**src/common/knight_pkg.sv**
```systemverilog
`default_nettype none

package knight_pkg;

  //////////////////////////////////////////////////
  // widths
  //////////////////////////////////////////////////
  localparam int PWM_BITS   = 11;   // duty and period counter
  localparam int ALPHA_BITS = 13;   // saturated wheel acceleration
  localparam int OMEGA_BITS = 16;   // wheel speed and yaw rate
  localparam int HEAD_BITS  = 20;   // integrated heading
  localparam int POS_BITS   = 15;   // board coordinate, 4096 per square

  localparam int PWM_PERIOD = 2048; // clocks per pwm period

  //////////////////////////////////////////////////
  // physics constants
  //////////////////////////////////////////////////
  localparam int OMEGA_MAX     = 32700;  // wheel speed limit
  localparam int FRICTION_BAND = 32;     // torque at or below this only drags
  localparam int MOVE_MIN      = 1000;   // each wheel above this to travel
  localparam int RAIL_SPEED    = 22000;  // speed sum where rails get seen

  // board geometry
  localparam logic [POS_BITS-1:0] START_X  = 15'h2800;  // square 2.5
  localparam logic [POS_BITS-1:0] START_Y  = 15'h2800;
  localparam logic [POS_BITS-1:0] BORDER_Y = 15'h5000;  // north edge of the maze

  localparam logic [11:0] RAIL_HI   = 12'h8F0;  // lateral guardrail limits
  localparam logic [11:0] RAIL_LO   = 12'h710;
  localparam logic [11:0] LINE_A_LO = 12'h3E0;  // first centre line window
  localparam logic [11:0] LINE_A_HI = 12'h460;
  localparam logic [11:0] LINE_B_LO = 12'hBA0;  // second centre line window
  localparam logic [11:0] LINE_B_HI = 12'hC20;

  //////////////////////////////////////////////////
  // buses between the stages
  //////////////////////////////////////////////////
  typedef struct packed {
    logic [PWM_BITS-1:0] lft1;   // left motor forward
    logic [PWM_BITS-1:0] lft2;   // left motor reverse
    logic [PWM_BITS-1:0] rght1;
    logic [PWM_BITS-1:0] rght2;
  } drive_t;

  typedef struct packed {
    logic signed [OMEGA_BITS-1:0] omega_lft;
    logic signed [OMEGA_BITS-1:0] omega_rght;
  } wheel_t;

  typedef struct packed {
    logic signed [OMEGA_BITS-1:0] omega_lft;
    logic signed [OMEGA_BITS-1:0] omega_rght;
    logic signed [OMEGA_BITS-1:0] yaw_rate;   // platform turn rate
    logic signed [HEAD_BITS-1:0]  heading;    // zero is north
  } platform_t;

  typedef struct packed {
    logic [POS_BITS-1:0] x;
    logic [POS_BITS-1:0] y;
  } pose_t;

  typedef struct packed {
    logic lft_n;
    logic cntr_n;
    logic rght_n;
  } ir_t;

  localparam ir_t IR_OFF = '{lft_n: 1'b1, cntr_n: 1'b1, rght_n: 1'b1};  // nothing seen
  localparam ir_t IR_ALL = '{lft_n: 1'b0, cntr_n: 1'b0, rght_n: 1'b0};  // border hit

  // heading sectors the board knows how to move in
  typedef enum logic [2:0] {
    north_w,
    north_e,
    south_w,
    south_e,
    west,
    east,
    skew
  } compass_e;

endpackage

`default_nettype wire
```
**src/rtl/knight_physics.sv**
```systemverilog
`timescale 1ns/1ps
`default_nettype none

module knight_physics import knight_pkg::*; (
  input  wire                          clk,
  input  wire                          rst_n,
  input  wire                          lft_pwm1,     // left forward
  input  wire                          lft_pwm2,     // left reverse
  input  wire                          rght_pwm1,
  input  wire                          rght_pwm2,
  input  wire                          ir_en,
  output logic                         lft_ir_n,
  output logic                         cntr_ir_n,
  output logic                         rght_ir_n,
  output pose_t                        pose,
  output logic signed [HEAD_BITS-1:0]  heading,
  output logic                         phys_vld
);

  drive_t    drive;      // measured duties
  logic      duty_vld;
  platform_t plat;       // speeds and heading
  logic      plat_vld;
  ir_t       ir;

  //////////////////////////////////////////////////
  // capture then wheels then board
  //////////////////////////////////////////////////
  pwm_capture u_capture (
    .clk      (clk),
    .rst_n    (rst_n),
    .pwm      ({lft_pwm1, lft_pwm2, rght_pwm1, rght_pwm2}),
    .drive    (drive),
    .duty_vld (duty_vld)
  );

  wheel_dynamics u_wheel (
    .clk      (clk),
    .rst_n    (rst_n),
    .drive    (drive),
    .duty_vld (duty_vld),
    .plat     (plat),
    .plat_vld (plat_vld)
  );

  board_model u_board (
    .clk      (clk),
    .rst_n    (rst_n),
    .plat     (plat),
    .plat_vld (plat_vld),
    .ir_en    (ir_en),
    .pose     (pose),
    .ir       (ir),
    .phys_vld (phys_vld)
  );

  assign lft_ir_n  = ir.lft_n;
  assign cntr_ir_n = ir.cntr_n;
  assign rght_ir_n = ir.rght_n;
  assign heading   = plat.heading;   // settles one clock before phys_vld

endmodule

`default_nettype wire

```
**src/board_model/board_model.sv**
```systemverilog
`timescale 1ns/1ps
`default_nettype none

module board_model import knight_pkg::*; (
  input  wire            clk,
  input  wire            rst_n,
  input  wire platform_t plat,
  input  wire            plat_vld,
  input  wire            ir_en,
  output pose_t          pose,
  output ir_t            ir,
  output logic           phys_vld
);

  compass_e                   sector;
  logic signed [OMEGA_BITS:0] omega_sum;   // positive when going forward
  logic [3:0]                 step;        // distance per update
  logic                       moving;      // both wheels forward
  logic                       fast;        // fast enough to see the rails
  logic [POS_BITS-1:0]        x_nxt;
  logic [POS_BITS-1:0]        y_nxt;
  logic [11:0]                lat;         // position across the lane
  logic                       rail_hi;
  logic                       rail_lo;
  logic                       on_line;
  logic                       at_border;
  ir_t                        ir_nxt;
  ir_t                        ir_q;        // sensor levels before the enable

  // centre line windows inside one square
  function automatic logic in_line(input logic [11:0] c);
    return (c > LINE_A_LO && c < LINE_A_HI) || (c > LINE_B_LO && c < LINE_B_HI);
  endfunction

  //////////////////////////////////////////////////
  // compass sector from heading[19:8]
  //////////////////////////////////////////////////
  always_comb begin
    case (plat.heading[19:8]) inside
      [12'h000:12'h048]: sector = north_w;
      [12'hFB8:12'hFFF]: sector = north_e;
      [12'h3B8:12'h448]: sector = west;
      [12'h7B8:12'h7FF]: sector = south_w;
      [12'h800:12'h848]: sector = south_e;
      [12'hBB8:12'hC48]: sector = east;
      default:           sector = skew;     // between lanes
    endcase
  end

  assign omega_sum = $signed({plat.omega_lft[OMEGA_BITS-1], plat.omega_lft})
                   + $signed({plat.omega_rght[OMEGA_BITS-1], plat.omega_rght});
  assign step      = omega_sum[16:13];
  assign moving    = (plat.omega_lft > MOVE_MIN) && (plat.omega_rght > MOVE_MIN);
  assign fast      = (omega_sum > RAIL_SPEED);

  //////////////////////////////////////////////////
  // position update
  //////////////////////////////////////////////////
  always_comb begin
    x_nxt = pose.x;
    y_nxt = pose.y;
    if (moving) begin
      case (sector)
        north_w, north_e: y_nxt = pose.y + POS_BITS'(step);
        south_w, south_e: y_nxt = pose.y - POS_BITS'(step);
        west:             x_nxt = pose.x - POS_BITS'(step);
        east:             x_nxt = pose.x + POS_BITS'(step);
        default:          x_nxt = pose.x;    // skewed robot stays put
      endcase
    end
  end

  //////////////////////////////////////////////////
  // sensors from the new position
  //////////////////////////////////////////////////
  assign lat       = (sector == west || sector == east) ? y_nxt[11:0] : x_nxt[11:0];
  assign rail_hi   = fast && (lat > RAIL_HI);
  assign rail_lo   = fast && (lat < RAIL_LO);
  assign on_line   = in_line(x_nxt[11:0]) || in_line(y_nxt[11:0]);
  assign at_border = (sector == north_w || sector == north_e) && (y_nxt > BORDER_Y);

  always_comb begin
    ir_nxt        = IR_OFF;
    ir_nxt.cntr_n = !on_line;
    if (moving) begin
      case (sector)
        north_w, north_e, west: begin   // high side is on the right
          ir_nxt.rght_n = !rail_hi;
          ir_nxt.lft_n  = !rail_lo;
        end
        south_w, south_e, east: begin   // facing back, sides swap
          ir_nxt.lft_n  = !rail_hi;
          ir_nxt.rght_n = !rail_lo;
        end
        default: ir_nxt.lft_n = 1'b1;
      endcase
    end
    if (at_border) begin
      ir_nxt = IR_ALL;                  // all three see the border
    end
  end

  always_ff @(posedge clk or negedge rst_n) begin
    if (!rst_n) begin
      pose     <= '{x: START_X, y: START_Y};
      ir_q     <= IR_OFF;
      phys_vld <= 1'b0;
    end else begin
      phys_vld <= plat_vld;
      if (plat_vld) begin
        pose <= '{x: x_nxt, y: y_nxt};
        ir_q <= ir_nxt;
      end
    end
  end

  // emitters off means no reflection seen
  always_comb begin
    ir = ir_q;
    if (!ir_en) begin
      ir = IR_OFF;
    end
  end

endmodule

`default_nettype wire

```
**src/wheel_dynamics/wheel_dynamics.sv**
```systemverilog
`timescale 1ns/1ps
`default_nettype none

module wheel_dynamics import knight_pkg::*; (
  input  wire         clk,
  input  wire         rst_n,
  input  wire drive_t drive,
  input  wire         duty_vld,
  output platform_t   plat,
  output logic        plat_vld
);

  wheel_t                      wheel;     // stage 1 wheel speeds
  logic                        s1_vld;
  logic signed [OMEGA_BITS-1:0] yaw_nxt;  // platform rate from new speeds
  logic signed [HEAD_BITS-1:0]  yaw_w;    // yaw widened for the heading sum
  logic signed [HEAD_BITS-1:0]  head_nxt;

  //////////////////////////////////////////////////
  // one wheel update with drag, friction and clamp
  //////////////////////////////////////////////////
  function automatic logic signed [OMEGA_BITS-1:0] wheel_step(
    input logic [PWM_BITS-1:0]         duty1,
    input logic [PWM_BITS-1:0]         duty2,
    input logic signed [OMEGA_BITS-1:0] omega
  );
    logic signed [PWM_BITS:0]     net;     // forward minus reverse
    logic signed [OMEGA_BITS:0]   wide;    // omega with a guard bit
    logic signed [OMEGA_BITS:0]   net_w;
    logic signed [OMEGA_BITS:0]   acc;     // drive less speed drag
    logic signed [ALPHA_BITS-1:0] alpha;
    logic signed [OMEGA_BITS:0]   sum;
    net   = $signed({1'b0, duty1}) - $signed({1'b0, duty2});
    wide  = {omega[OMEGA_BITS-1], omega};
    net_w = {{(OMEGA_BITS - PWM_BITS){net[PWM_BITS]}}, net};
    acc   = net_w - (wide >>> 4) - (wide >>> 6);  // drag is omega/16 + omega/64

    // saturate to 13 signed bits
    if (acc > 17'sd4095) begin
      alpha = 13'sh0FFF;
    end else if (acc < -17'sd4096) begin
      alpha = 13'sh1000;
    end else begin
      alpha = acc[ALPHA_BITS-1:0];
    end

    if (alpha > FRICTION_BAND || alpha < -FRICTION_BAND) begin
      sum = wide + {{(OMEGA_BITS - ALPHA_BITS + 1){alpha[ALPHA_BITS-1]}}, alpha >>> 3};
      if (sum > OMEGA_MAX) begin
        return OMEGA_BITS'(OMEGA_MAX);
      end else if (sum < -OMEGA_MAX) begin
        return OMEGA_BITS'(-OMEGA_MAX);
      end
      return sum[OMEGA_BITS-1:0];
    end
    return omega - (omega >>> 6);   // friction bleeds speed off
  endfunction

  //////////////////////////////////////////////////
  // stage 1 wheel speeds
  //////////////////////////////////////////////////
  always_ff @(posedge clk or negedge rst_n) begin
    if (!rst_n) begin
      wheel  <= '0;
      s1_vld <= 1'b0;
    end else begin
      s1_vld <= duty_vld;
      if (duty_vld) begin
        wheel.omega_lft  <= wheel_step(drive.lft1, drive.lft2, wheel.omega_lft);
        wheel.omega_rght <= wheel_step(drive.rght1, drive.rght2, wheel.omega_rght);
      end
    end
  end

  //////////////////////////////////////////////////
  // stage 2 yaw rate and heading
  //////////////////////////////////////////////////
  assign yaw_nxt = (wheel.omega_rght >>> 1) - (wheel.omega_lft >>> 1);
  assign yaw_w   = {{(HEAD_BITS - OMEGA_BITS){yaw_nxt[OMEGA_BITS-1]}}, yaw_nxt};

  // gain is about 3/256 of yaw per update
  assign head_nxt = plat.heading + (yaw_w >>> 7) + (yaw_w >>> 8)
                  - (yaw_w >>> 12) - (yaw_w >>> 13) - (yaw_w >>> 14);

  always_ff @(posedge clk or negedge rst_n) begin
    if (!rst_n) begin
      plat     <= '0;          // pointing north, standing still
      plat_vld <= 1'b0;
    end else begin
      plat_vld <= s1_vld;
      if (s1_vld) begin
        plat.omega_lft  <= wheel.omega_lft;    // speeds travel with the heading
        plat.omega_rght <= wheel.omega_rght;
        plat.yaw_rate   <= yaw_nxt;
        plat.heading    <= head_nxt;
      end
    end
  end

endmodule

`default_nettype wire

```
**src/pwm_capture/pwm_capture.sv**
```systemverilog
`timescale 1ns/1ps
`default_nettype none

module pwm_capture import knight_pkg::*; (
  input  wire        clk,
  input  wire        rst_n,
  input  wire  [3:0] pwm,       // {lft1, lft2, rght1, rght2}
  output drive_t     drive,
  output logic       duty_vld
);

  logic [PWM_BITS-1:0] per_cnt;        // one counter for all four lines
  logic [PWM_BITS-1:0] high_cnt [4];   // index matches pwm bit
  logic                per_end;        // last clock of the period

  assign per_end = (per_cnt == PWM_BITS'(PWM_PERIOD - 1));

  //////////////////////////////////////////////////
  // period counter
  //////////////////////////////////////////////////
  always_ff @(posedge clk or negedge rst_n) begin
    if (!rst_n) begin
      per_cnt <= '0;
    end else begin
      per_cnt <= per_cnt + 1'b1;   // free running, wraps after 2047
    end
  end

  // high time per line, counted over 0..2046 only
  for (genvar i = 0; i < 4; i++) begin : g_chan
    always_ff @(posedge clk or negedge rst_n) begin
      if (!rst_n) begin
        high_cnt[i] <= '0;
      end else if (per_end) begin
        high_cnt[i] <= '0;                   // fresh count next period
      end else if (pwm[i]) begin
        high_cnt[i] <= high_cnt[i] + 1'b1;
      end
    end
  end

  //////////////////////////////////////////////////
  // latch all four duties together
  //////////////////////////////////////////////////
  always_ff @(posedge clk) begin
    if (per_end) begin
      drive <= '{lft1: high_cnt[3], lft2: high_cnt[2],
                 rght1: high_cnt[1], rght2: high_cnt[0]};
    end
  end

  always_ff @(posedge clk or negedge rst_n) begin
    if (!rst_n) begin
      duty_vld <= 1'b0;
    end else begin
      duty_vld <= per_end;   // one clock, lines up with new drive
    end
  end

endmodule

`default_nettype wire

```
**config.mk**
```make
export PLATFORM = sky130hd
export DESIGN_NAME = knight_physics
export DESIGN_NICKNAME = d
export VERILOG_FILES = /design/src/common/knight_pkg.sv /design/src/rtl/knight_physics.sv /design/src/board_model/board_model.sv /design/src/wheel_dynamics/wheel_dynamics.sv /design/src/pwm_capture/pwm_capture.sv
export SDC_FILE = /design/constraint.sdc
export NUM_CORES = 1
export LEC_CHECK = 0
export BUFFER_PORTS_ARGS = -buffer_cell sky130_fd_sc_hd__buf_2
export CAP_MARGIN = 0
export CORE_MARGIN = 4
export CORE_UTILIZATION = 25
export CTS_CLUSTER_SIZE = 16
export DETAILED_ROUTE_END_ITERATION = 8
export PLACE_DENSITY_LB_ADDON = 0.08
export REMOVE_ABC_BUFFERS = 1
export SYNTH_ARGS = -nofsm -noshare
export SYNTH_HDL_FRONTEND = slang
export SYNTH_SLANG_ARGS = --single-unit
```
**constraint.sdc**
```tcl
create_clock -name clk -period 8.9 [get_ports clk]
set_input_delay 0.445 -clock clk [delete_from_list [all_inputs] [get_ports clk]]
set_output_delay 0.445 -clock clk [all_outputs]
set_load 0.005 [all_outputs]
```
# [After elaboration in Yosys (flattened, before gate mapping)]
# Cells that the tools add are included.
[totals] reg_bits=220 input_bits=7
[op_classes] n_addsub=26 n_lt_le_gt_ge=38 n_eq_ne=6 n_mux=53 n_reduce_logical=35
[ops] op="16-bit two-way mux" n=10
[ops] op="11-bit two-way mux" n=8
[ops] op="13-bit two-way mux" n=6
[ops] op="15-bit one-hot mux with 2 select lines" n=2
[ops] op="11-bit by 1-bit adder with 11-bit output (second input constant)" n=5
[ops] op="17-bit by 16-bit greater-than comparator with 1-bit output (second input constant)" n=3
[ops] op="12-bit >= comparator (second input constant)" n=3
[ops] op="12-bit greater-than comparator (second input constant)" n=3
[ops] op="12-bit <= comparator (second input constant)" n=3
[ops] op="12-bit by 11-bit less-than comparator with 1-bit output (second input constant)" n=3
[ops] op="16-bit by 10-bit adder with 17-bit output" n=2
[ops] op="17-bit by 13-bit greater-than comparator with 1-bit output (second input constant)" n=2
[ops] op="17-bit by 13-bit less-than comparator with 1-bit output (second input constant)" n=2
[ops] op="17-bit by 16-bit less-than comparator with 1-bit output (second input constant)" n=2
[ops] op="16-bit by 11-bit greater-than comparator with 1-bit output (second input constant)" n=2
[ops] op="16-bit by 10-bit subtractor with 16-bit output" n=2
[ops] op="15-bit by 4-bit adder with 15-bit output" n=2
[ops] op="15-bit by 4-bit subtractor with 15-bit output" n=2
[ops] op="13-bit by 10-bit subtractor with 14-bit output" n=2
[ops] op="13-bit by 7-bit greater-than comparator with 1-bit output (second input constant)" n=2
[ops] op="13-bit by 6-bit less-than comparator with 1-bit output (second input constant)" n=2
[ops] op="12-bit by 12-bit subtractor with 13-bit output" n=2
[ops] op="12-bit by 10-bit greater-than comparator with 1-bit output (second input constant)" n=2
[ops] op="12-bit by 11-bit <= comparator with 1-bit output (second input constant)" n=2
[ops] op="32 further kinds" n=84

# [Longest topological paths before layout]
# Gate-level depths: netlist of run 1.
[depth] word_depth=19 ltp_mapped=37 depth_no_buf=34

# [By module]
# A second synthesis of run 1 with hierarchy kept.
[hier_totals] hier_cells=2316 area_unflattened_um2=21335.5
[by_module_without_submodules] module="wheel_dynamics" instances=1 cells_per_inst=1451 area_per_inst_um2=12689.7 seq_area_each_um2=2552.4
[by_module_without_submodules] module="board_model" instances=1 cells_per_inst=576 area_per_inst_um2=4712.0 seq_area_each_um2=859.6
[by_module_without_submodules] module="pwm_capture" instances=1 cells_per_inst=289 area_per_inst_um2=3933.8 seq_area_each_um2=2722.6

# [Worst setup path after synthesis of run 1]
# OpenSTA, ideal clock, no wires.
[synth_path] path_kind="reg2reg" startpoint="register u_capture.drive[11] (netlist name)" endpoint="register u_wheel.wheel[10] (netlist bit)" arrival_ns=7.133 required_time_ns=8.774 path_slack_ns=1.641 path_stages_with_launch=36 path_cell_list="edfxtp_1 -> inv_1 -> ha_1 -> inv_1 -> fa_1 -> nand2_1 -> nand2_1 -> a21oi_1 -> o21ai_0 -> a21oi_1 -> o21ai_0 -> a21oi_1 -> o21bai_1 -> a21oi_1 -> xnor2_1 -> fa_1 -> ha_1 -> and2_1 -> a311oi_2 -> nor2b_1 -> o31a_1 -> clkbuf_1 -> maj3_1 -> ha_1 -> fa_1 -> a21o_1 -> a21oi_1 -> o21ai_1 -> a21boi_0 -> xor2_1 -> o211ai_1 -> nor4b_1 -> a41oi_1 -> o2111ai_4 -> a21oi_1 -> a311o_1"
[synth_between] elab_chain_len=16 elab_cells_between_ends=24
[synth_rtl] item="11-bit by 11-bit subtractor with 12-bit output *" line="wheel_dynamics.sv:33" rtl="net = $signed({1'b0, duty1}) - $signed({1'b0, duty2});"
[synth_rtl] item="12-bit by 12-bit subtractor with 13-bit output *" line="wheel_dynamics.sv:36" rtl="acc = net_w - (wide >>> 4) - (wide >>> 6);"
[synth_rtl] item="13-bit by 10-bit subtractor with 14-bit output *" line="wheel_dynamics.sv:36"
[synth_rtl] item="17-bit by 13-bit less-than comparator with 1-bit output" line="wheel_dynamics.sv:41" rtl="end else if (acc < -17'sd4096) begin"
[synth_rtl] item="13-bit two-way mux" line="wheel_dynamics.sv:41"
[synth_rtl] item="13-bit two-way mux *" line="wheel_dynamics.sv:39" rtl="if (acc > 17'sd4095) begin"
[synth_rtl] item="13-bit two-way mux *" line="wheel_dynamics.sv:68" rtl="if (duty_vld) begin"
[synth_rtl] item="16-bit by 10-bit adder with 17-bit output" line="wheel_dynamics.sv:48" rtl="sum = wide + {{(OMEGA_BITS - ALPHA_BITS + 1){alpha[ALPHA_BITS-1]}}, alpha >>> 3};"
[synth_rtl] item="17-bit by 16-bit less-than comparator with 1-bit output" line="wheel_dynamics.sv:51" rtl="end else if (sum < -OMEGA_MAX) begin"
[synth_rtl] item="1-bit two-way mux" line="wheel_dynamics.sv:51"
[synth_rtl] item="1-bit two-way mux" line="wheel_dynamics.sv:49" rtl="if (sum > OMEGA_MAX) begin"
[synth_rtl] item="1-bit two-way mux" line="wheel_dynamics.sv:47" rtl="if (alpha > FRICTION_BAND || alpha < -FRICTION_BAND) begin"
[synth_rtl] item="1-bit two-way mux" line="wheel_dynamics.sv:68"
[synth_rtl] item="16-bit two-way mux" line="wheel_dynamics.sv:54" rtl="return sum[OMEGA_BITS-1:0];"
[synth_rtl] item="16-bit two-way mux" line="wheel_dynamics.sv:47"
[synth_rtl] item="16-bit two-way mux *" line="wheel_dynamics.sv:56" rtl="return omega - (omega >>> 6);"
[synth_rtl] item="to (decl)" line="wheel_dynamics.sv:13" rtl="wheel_t wheel;"
# Mark *: on every way between the ends. The rest lies on a longest branch, timed or not. The select of a mux whose other input is x is not followed.
# A chain may end at the register's enable or synchronous reset.

# [Worst setup path after layout of run 1]
[layout_path] startpoint="register u_capture.drive[11] (netlist name)" endpoint="register u_wheel.wheel[1] (netlist bit)"
[layout_between] elab_chain_len=16 elab_cells_between_ends=24
[layout_rtl] item="11-bit by 11-bit subtractor with 12-bit output *" line="wheel_dynamics.sv:33"
[layout_rtl] item="12-bit by 12-bit subtractor with 13-bit output *" line="wheel_dynamics.sv:36"
[layout_rtl] item="13-bit by 10-bit subtractor with 14-bit output *" line="wheel_dynamics.sv:36"
[layout_rtl] item="17-bit by 13-bit less-than comparator with 1-bit output" line="wheel_dynamics.sv:41"
[layout_rtl] item="13-bit two-way mux" line="wheel_dynamics.sv:41"
[layout_rtl] item="13-bit two-way mux *" line="wheel_dynamics.sv:39"
[layout_rtl] item="13-bit two-way mux *" line="wheel_dynamics.sv:68"
[layout_rtl] item="16-bit by 10-bit adder with 17-bit output" line="wheel_dynamics.sv:48"
[layout_rtl] item="17-bit by 16-bit less-than comparator with 1-bit output" line="wheel_dynamics.sv:51"
[layout_rtl] item="1-bit two-way mux" line="wheel_dynamics.sv:51"
[layout_rtl] item="1-bit two-way mux" line="wheel_dynamics.sv:49"
[layout_rtl] item="1-bit two-way mux" line="wheel_dynamics.sv:47"
[layout_rtl] item="1-bit two-way mux" line="wheel_dynamics.sv:68"
[layout_rtl] item="16-bit two-way mux" line="wheel_dynamics.sv:54"
[layout_rtl] item="16-bit two-way mux" line="wheel_dynamics.sv:47"
[layout_rtl] item="16-bit two-way mux *" line="wheel_dynamics.sv:56"
# Marked as above.

==> results of run 1 <==
## report_power, final
part / total, mW / switching [mW] / internal (mW)
combinational: 0.148 / 0.0820 / 0.0657
sequential: 1.20 / 0.0967 / 1.11
clock: 1.30 / 0.499 / 0.805
## logic make-up (layout without fill, tap and decap cells)
logic type | Yosys count | in the layout | synth area share, %
compound gates | 530 | 530 | 18.20
xor+xnor | 189 | 189 | 8.367
fa+ha+maj | 286 | 286 | 19.81
buf+inv | 234 | 301 | 4.958
flops | 220 | 220 | 28.98
mux | 73 | 73 | 4.041
simple gates | 638 | 638 | 15.65
## state kept, by name, indices dropped and copies added (netlist names), 3 cells and up
register	cells
u_wheel.plat	52
u_board.ir_q	3
u_wheel.wheel	32
u_capture.per_cnt	11
u_capture.drive	44
u_board.pose	30
u_capture.high_cnt	44
## stage by stage
stage | hold slack [ps] | instance area (sq um)
2_1_floorplan | 149.4 | 19450
3_3_place_gp | 451.0 | 21150
3_5_place_dp | 456.7 | 21150
4_1_cts | 169.1 | 22240
5_1_grt | 192.7 | 22240
6_report | 208.6 | 22240
## worst min-delay path: cells and delay by family
family,cells,cell delay [ps]
buf+inv,1,140
xor+xnor,1,70
simple gates,1,70
## worst max path at each step
stage	start	slack (ps)	end
floorplan	u_wheel.wheel[31]$_DFFE_PN0P_	1290	u_wheel.plat[17]$_DFFE_PN0P_
global placement	u_capture.drive[11]$_DFFE_PP_	980	u_wheel.wheel[10]$_DFFE_PN0P_
detailed placement	u_capture.drive[11]$_DFFE_PP_	820	u_wheel.wheel[1]$_DFFE_PN0P_
CTS	u_capture.drive[11]$_DFFE_PP_	790	u_wheel.wheel[1]$_DFFE_PN0P_
global route	u_capture.drive[11]$_DFFE_PP_	120	u_wheel.wheel[1]$_DFFE_PN0P_
finish	u_capture.drive[11]$_DFFE_PP_	860	u_wheel.wheel[1]$_DFFE_PN0P_
## layout make-up
cell class                      count  share of cell area (%)
Inverter                          172                   2.902
Clock inverter                     18                   1.142
Tap cell                         1040                   5.850
Clock buffer                       39                   3.712
Sequential cell                   220                   25.78
Timing Repair Buffer               72                   1.806
Multi-Input combinational cell   1716                   58.80
## cell usage in the layout, fill, tap and decap left out, drive strengths merged, types with 52 or more instances in the layout
| cell type | count |
|---|---|
| a21oi | 129 |
| buf | 70 |
| dfrtp | 169 |
| fa | 52 |
| ha | 214 |
| inv | 175 |
| mux2 | 55 |
| nand2 | 132 |
| nor2 | 209 |
| nor3 | 58 |
| o21ai | 110 |
| xnor2 | 103 |
| xor2 | 86 |
## per-layer routing
layer,share of wire [%],global-route usage [%]
met5,0,0
met2,47,22.29
met1,49,18.06
met4,2.1,2.828
met3,2.5,1.495
==> results.json, run 1 <==
{
  "outcome": "complete, no violations",
  "antenna_left": 0,
  "count_of_placed_standard_cells_in_the_final_layout_fillers_left_out": 3277,
  "fin_setup_tns_ps": 0,
  "n_antenna_cell": 0,
  "regToRegStartpoint": "u_capture.drive[11]$_DFFE_PP_",
  "power.static_leakage_nw": 9.875,
  "die_area_sq_mm": 0.08371,
  "critical_path_arrival_ps": 8480,
  "syn-instance-count": 2170,
  "cts.path.max_buffers": 3,
  "finalCriticalPeriod_ps": 8042,
  "final_max_slew_viol_count": 0,
  "ys.flop_type": "sky130_fd_sc_hd__dfrtp_1",
  "timing.hold.worst_path_depth": 3,
  "die_h_um": 289.3,
  "tritoncts_num_sinks": 220,
  "resized_gates_after_cts": 0,
  "floorplan.initialDensity_pct": 25.37,
  "ys_async_sr_fraction_pct": 80.00,
  "worst_slack_ps": 857.7,
  "maxSlewHeadroom_pct": 36.56,
  "areaGrowthSynthToFinish_pct": 12.43,
  "core_sq_mm": 0.07798,
  "timing.setup.critical_path_class": "reg2reg",
  "maxCapViolCount": 0,
  "worst_skew_pair.late_latency_ps": 590,
  "r2r-end": "u_wheel.wheel[1]$_DFFE_PN0P_",
  "synth.area.top_cells": "sky130_fd_sc_hd__dfrtp_1 21%, sky130_fd_sc_hd__ha_1 14%, sky130_fd_sc_hd__edfxtp_1 6.7%",
  "cts_buffers": 31,
  "timing.hold.worst.class": "in2reg",
  "holdBufCountCts": 1,
  "cts_tree": "done",
  "multiInputGateArea_sq_mm": 0.01308,
  "fin_worst_skew_ps": 41.60,
  "final-seq-area_sq_mm": 0.005736,
  "final_core_utilization_pct": 28.53,
  "dp.final_hpwl_mm": 42.53,
  "hold_start": "lft_pwm2",
  "cp_common_cell": "sky130_fd_sc_hd__a21oi_1",
  "viasPerCell": 4.777,
  "io_buffers": 60,
  "synth_largest_area_cell": "sky130_fd_sc_hd__dfrtp_1",
  "ys_ff_latch": 220,
  "power-per-cell-area_mw_per_mm2": 119.4,
  "final_routed_drc_violation_total": 0,
  "grt_antenna_before_repair": 0,
  "setup_viol": 0,
  "vias": 15650,
  "slowest_stage": "sky130_fd_sc_hd__fa_1",
  "rows": 102,
  "drtIter0Drc": 601,
  "post_synth.cell_area_avg_sq_um": 9.118,
  "regToRegSetupSlack_ps": 860,
  "top_cell_types_by_occurrence_after_synthesis": "214 x sky130_fd_sc_hd__ha_1, 208 x sky130_fd_sc_hd__nor2_1, 171 x sky130_fd_sc_hd__inv_1, 169 x sky130_fd_sc_hd__dfrtp_1, 131 x sky130_fd_sc_hd__nand2_1",
  "grt_first_pass_wirelength_mm": 89.13,
  "setup_repair_after_global_routing_missed_its_margin": "false",
  "cts.htree.levels": 1,
  "worst_ir_drop_vdd_uv": 143.0,
  "cp_data_required_time_ps": 9340,
  "final_min_period_over_clock_period_pct": 90.36,
  "slew_at_the_pin_closest_to_its_max_slew_limit_ps": 951.6,
  "finish.net_count": 2486,
  "critical-path-max-stage-delay_ps": 440,
  "critical_path.startpoint_type": "register",
  "yosysWarnings": 0,
  "die_w_um": 289.3,
  "postCtsSetupRepairBufs": 0,
  "grt_max_degree": 81,
  "netlist_area_sq_mm": 0.01979,
  "place_inst": 3219,
  "yosysMostFrequentCell": "sky130_fd_sc_hd__ha_1",
  "synth-seq-area-share_pct": 28.98,
  "cp_num_buf_inv": 2,
  "total_power_mw": 2.656,
  "synth.top_cell.area_share_pct": 21.37,
  "remaining_global_route_overflow": 0,
  "grt_usage_pct": 13.15,
  "hold_viol": 0,
  "synth-edff-count": 44,
  "wire_per_inst_um": 16.79,
  "max_freq_ghz": 0.1243,
  "synth_cell_type_count": 93,
  "min_delay_worst_endpoint": "u_capture.high_cnt[11]$_DFFE_PN0P_",
  "first_global_vias": 15830,
  "gp_congestion": 0.7718,
  "detail_route.first_pass.iterations": 5,
  "critPathTopFamily": "compound AO/OA/AOI/OAI gates",
  "timing.critical_path.depth": 34,
  "path_clk_slew_ps": 60,
  "io-pin-count": 61,
  "dp_worst_setup_slack_ps": 818.7,
  "filler_cell_count": 8263,
  "worst-path-max-fanout": 11,
  "total_length_of_routed_wires_mm": 55.01,
  "worst_r2r_path_depth": 34,
  "ctsRootBufferMaster": "sky130_fd_sc_hd__clkbuf_16",
  "crit_path_end_kind": "register",
  "drive_above_1_share_pct": 10.10
}
No activity file was read; power rests on OpenSTA's default activity.
==> run 2: changes to the inputs <==
--- a/config.mk
+++ b/config.mk
@@ -7,6 +7,7 @@
 export LEC_CHECK = 0
 export BUFFER_PORTS_ARGS = -buffer_cell sky130_fd_sc_hd__buf_2
 export CAP_MARGIN = 0
+export CORE_ASPECT_RATIO = 0.7
 export CORE_MARGIN = 4
 export CORE_UTILIZATION = 25
 export CTS_CLUSTER_SIZE = 16
==> run 2 against run 1 <==
Net effect:
- final cell count rose by 0.40%
- global-route usage increased by 0.27 points
- largest cell class unchanged
- clock power decreased by 12%
==> results.json, run 2 (same netlist as run 1, synthesis figures left out) <==
{
  "grt_max_degree": 69,
  "count_of_placed_standard_cells_in_the_final_layout_fillers_left_out": 3290,
  "worst_ir_drop_vdd_uv": 133.5,
  "largest_register_ffs": 52,
  "timing.hold.worst_path_depth": 3,
  "final_min_period_over_clock_period_pct": 90.49,
  "netSwitchingFraction_pct": 27.17,
  "vias": 15630,
  "cts_buffers": 29,
  "setup_repair_after_global_routing_missed_its_margin": "false",
  "areaGrowthSynthToFinish_pct": 11.67,
  "tritoncts_num_sinks": 220,
  "gp_congestion": 0.8282,
  "share_comb_of_total_power_pct": 5.9,
  "final_routed_drc_violation_total": 0,
  "power.share.sequential_pct": 48.3,
  "maxCapViolCount": 0,
  "antenna_left": 0,
  "place_inst": 3237,
  "critical_path.startpoint_type": "register",
  "setup_viol": 0,
  "timing.setup.critical_path_class": "reg2reg",
  "power.static_leakage_nw": 9.833,
  "worst_r2r_path_depth": 34,
  "path_clk_slew_ps": 60,
  "wire_per_inst_um": 16.99,
  "ctsRootBufferMaster": "sky130_fd_sc_hd__clkbuf_16",
  "maxSlewHeadroom_pct": 35.94,
  "outcome": "complete, no violations",
  "dp.final_hpwl_mm": 44.07,
  "postCtsSetupRepairBufs": 0,
  "detail_route.first_pass.iterations": 5,
  "total_length_of_routed_wires_mm": 55.91,
  "fin_worst_skew_ps": 22.13,
  "drtIter0Drc": 812,
  "finalCriticalPeriod_ps": 8054,
  "die_area_sq_mm": 0.08378,
  "timing.hold.worst.class": "in2reg",
  "critical-path-max-stage-delay_ps": 450,
  "drive_above_1_share_pct": 9.893,
  "share_clk_of_total_power_pct": 45.8,
  "die_w_um": 344.2,
  "power-per-cell-area_mw_per_mm2": 112.5,
  "fin_setup_tns_ps": 0,
  "io_buffers": 60,
  "core_sq_mm": 0.07855,
  "cts.htree.levels": 1,
  "first_global_vias": 15480,
  "critical_path_arrival_ps": 8520,
  "cp_common_cell": "sky130_fd_sc_hd__a21oi_1",
  "die_h_um": 243.4,
  "cp_data_required_time_ps": 9370,
  "hold_viol": 0,
  "grt_antenna_before_repair": 1,
  "floorplan.initialDensity_pct": 25.19,
  "worst_skew_pair.late_latency_ps": 600,
  "cell_internal_pwr_mw": 1.810,
  "slowest_stage": "sky130_fd_sc_hd__fa_1",
  "power.net_switching_mw": 0.6752,
  "final_max_slew_viol_count": 0,
  "rows": 86,
  "max_freq_ghz": 0.1242,
  "max_flop_register": "u_wheel.plat",
  "io-pin-count": 61,
  "grt_first_pass_wirelength_mm": 90.51,
  "leading_cell_type_in_the_layout_fill_and_taps_excluded": "sky130_fd_sc_hd__ha_1",
  "slew_at_the_pin_closest_to_its_max_slew_limit_ps": 960.9,
  "reg_top3": "u_wheel.plat (52), u_capture.drive (44), u_capture.high_cnt (44)",
  "crit_path_end_kind": "register",
  "worst-path-max-fanout": 11,
  "remaining_global_route_overflow": 0,
  "grt_usage_pct": 13.42,
  "viasPerCell": 4.750,
  "cts.path.max_buffers": 3,
  "cts_tree": "done",
  "finish.net_count": 2486,
  "mostFrequentLayoutCells": "214 x sky130_fd_sc_hd__ha_1, 207 x sky130_fd_sc_hd__nor2_1, 171 x sky130_fd_sc_hd__inv_1",
  "n_antenna_cell": 0
}
==> run 2: cell types whose count changed in the layout (fill, tap and decap cells not counted), sizes merged <==
cell,before,now
clkinv,2,8
clkbuf,40,42
buf,70,72
clkinvlp,8,0
bufinv,5,0
==> run 2: power by group through the flow <==
stage          Combinational (mW)  Clock, mW  Sequential, mW
2_1_floorplan               0.108          0            1.18
3_3_place_gp                0.148          0            1.22
3_5_place_dp                0.150          0            1.22
4_1_cts                     0.152       1.20            1.20
5_1_grt                     0.178       1.24            1.21
6_report                    0.147       1.14            1.20
==> run 2: worst paths after layout <==
path                                                start                            endpoint  slack [ps]
setup / recovery            u_capture.drive[11]$_DFFE_PP_       u_wheel.wheel[10]$_DFFE_PN0P_         850
hold / removal                                   lft_pwm1   u_capture.high_cnt[0]$_DFFE_PN0P_         170
setup reg to reg            u_capture.drive[11]$_DFFE_PP_       u_wheel.wheel[10]$_DFFE_PN0P_         850
hold reg to reg            u_capture.per_cnt[9]$_DFF_PN0_      u_capture.per_cnt[9]$_DFF_PN0_         460
max in group asynchronous                           rst_n  u_capture.high_cnt[37]$_DFFE_PN0P_        7120
min in group asynchronous                           rst_n        u_wheel.plat[16]$_DFFE_PN0P_         440
==> run 2: per-layer routing <==
metal,share of wire [%],vias to the layer above,track usage (%)
met3,4.0,51,1.894
met2,38,252,18.41
met4,1.6,2,2.170
met1,56,7414,21.99
met5,0.013,-,0
li1,-,7910,-
==> run 2: timing repair <==
action,in CTS,in global routing
endpoints found under the hold margin,66,0
gates resized for setup,0,0
hold buffers,1,0
==> run 2: metrics by stage <==
stage          power [mW]  hold slack, ps  worst slack (ps)  instance area, sq um  util, %
2_1_floorplan       1.292           149.4              1289                 19450        -
3_3_place_gp        1.367           451.8             912.2                 21190    26.98
3_5_place_dp        1.369           457.2             837.2                 21190    26.98
4_1_cts             2.553           126.3             780.7                 22090    28.13
5_1_grt             2.627           171.4             45.22                 22090    28.13
6_report            2.485           171.6             846.4                 22090    28.13
==> run 2: cell type report <==
class	instances	area, sq um
Fill cell	8373	56460
Multi-Input combinational cell	1716	13080
Sequential cell	220	5736
Tap cell	1056	1321
Clock buffer	41	810.8
Inverter	172	645.6
Timing Repair Buffer	74	416.7
Clock inverter	11	85.08
==> run 2: worst max-delay path: cells and delay by family, from the launching register on <==
| family | cells | cell delay, ps |
|---|---|---|
| fa+ha+maj | 7 | 2390 |
| flops | 1 | 350 |
| compound gates | 18 | 3940 |
| buf+inv | 2 | 120 |
| xor+xnor | 2 | 460 |
| simple gates | 5 | 680 |
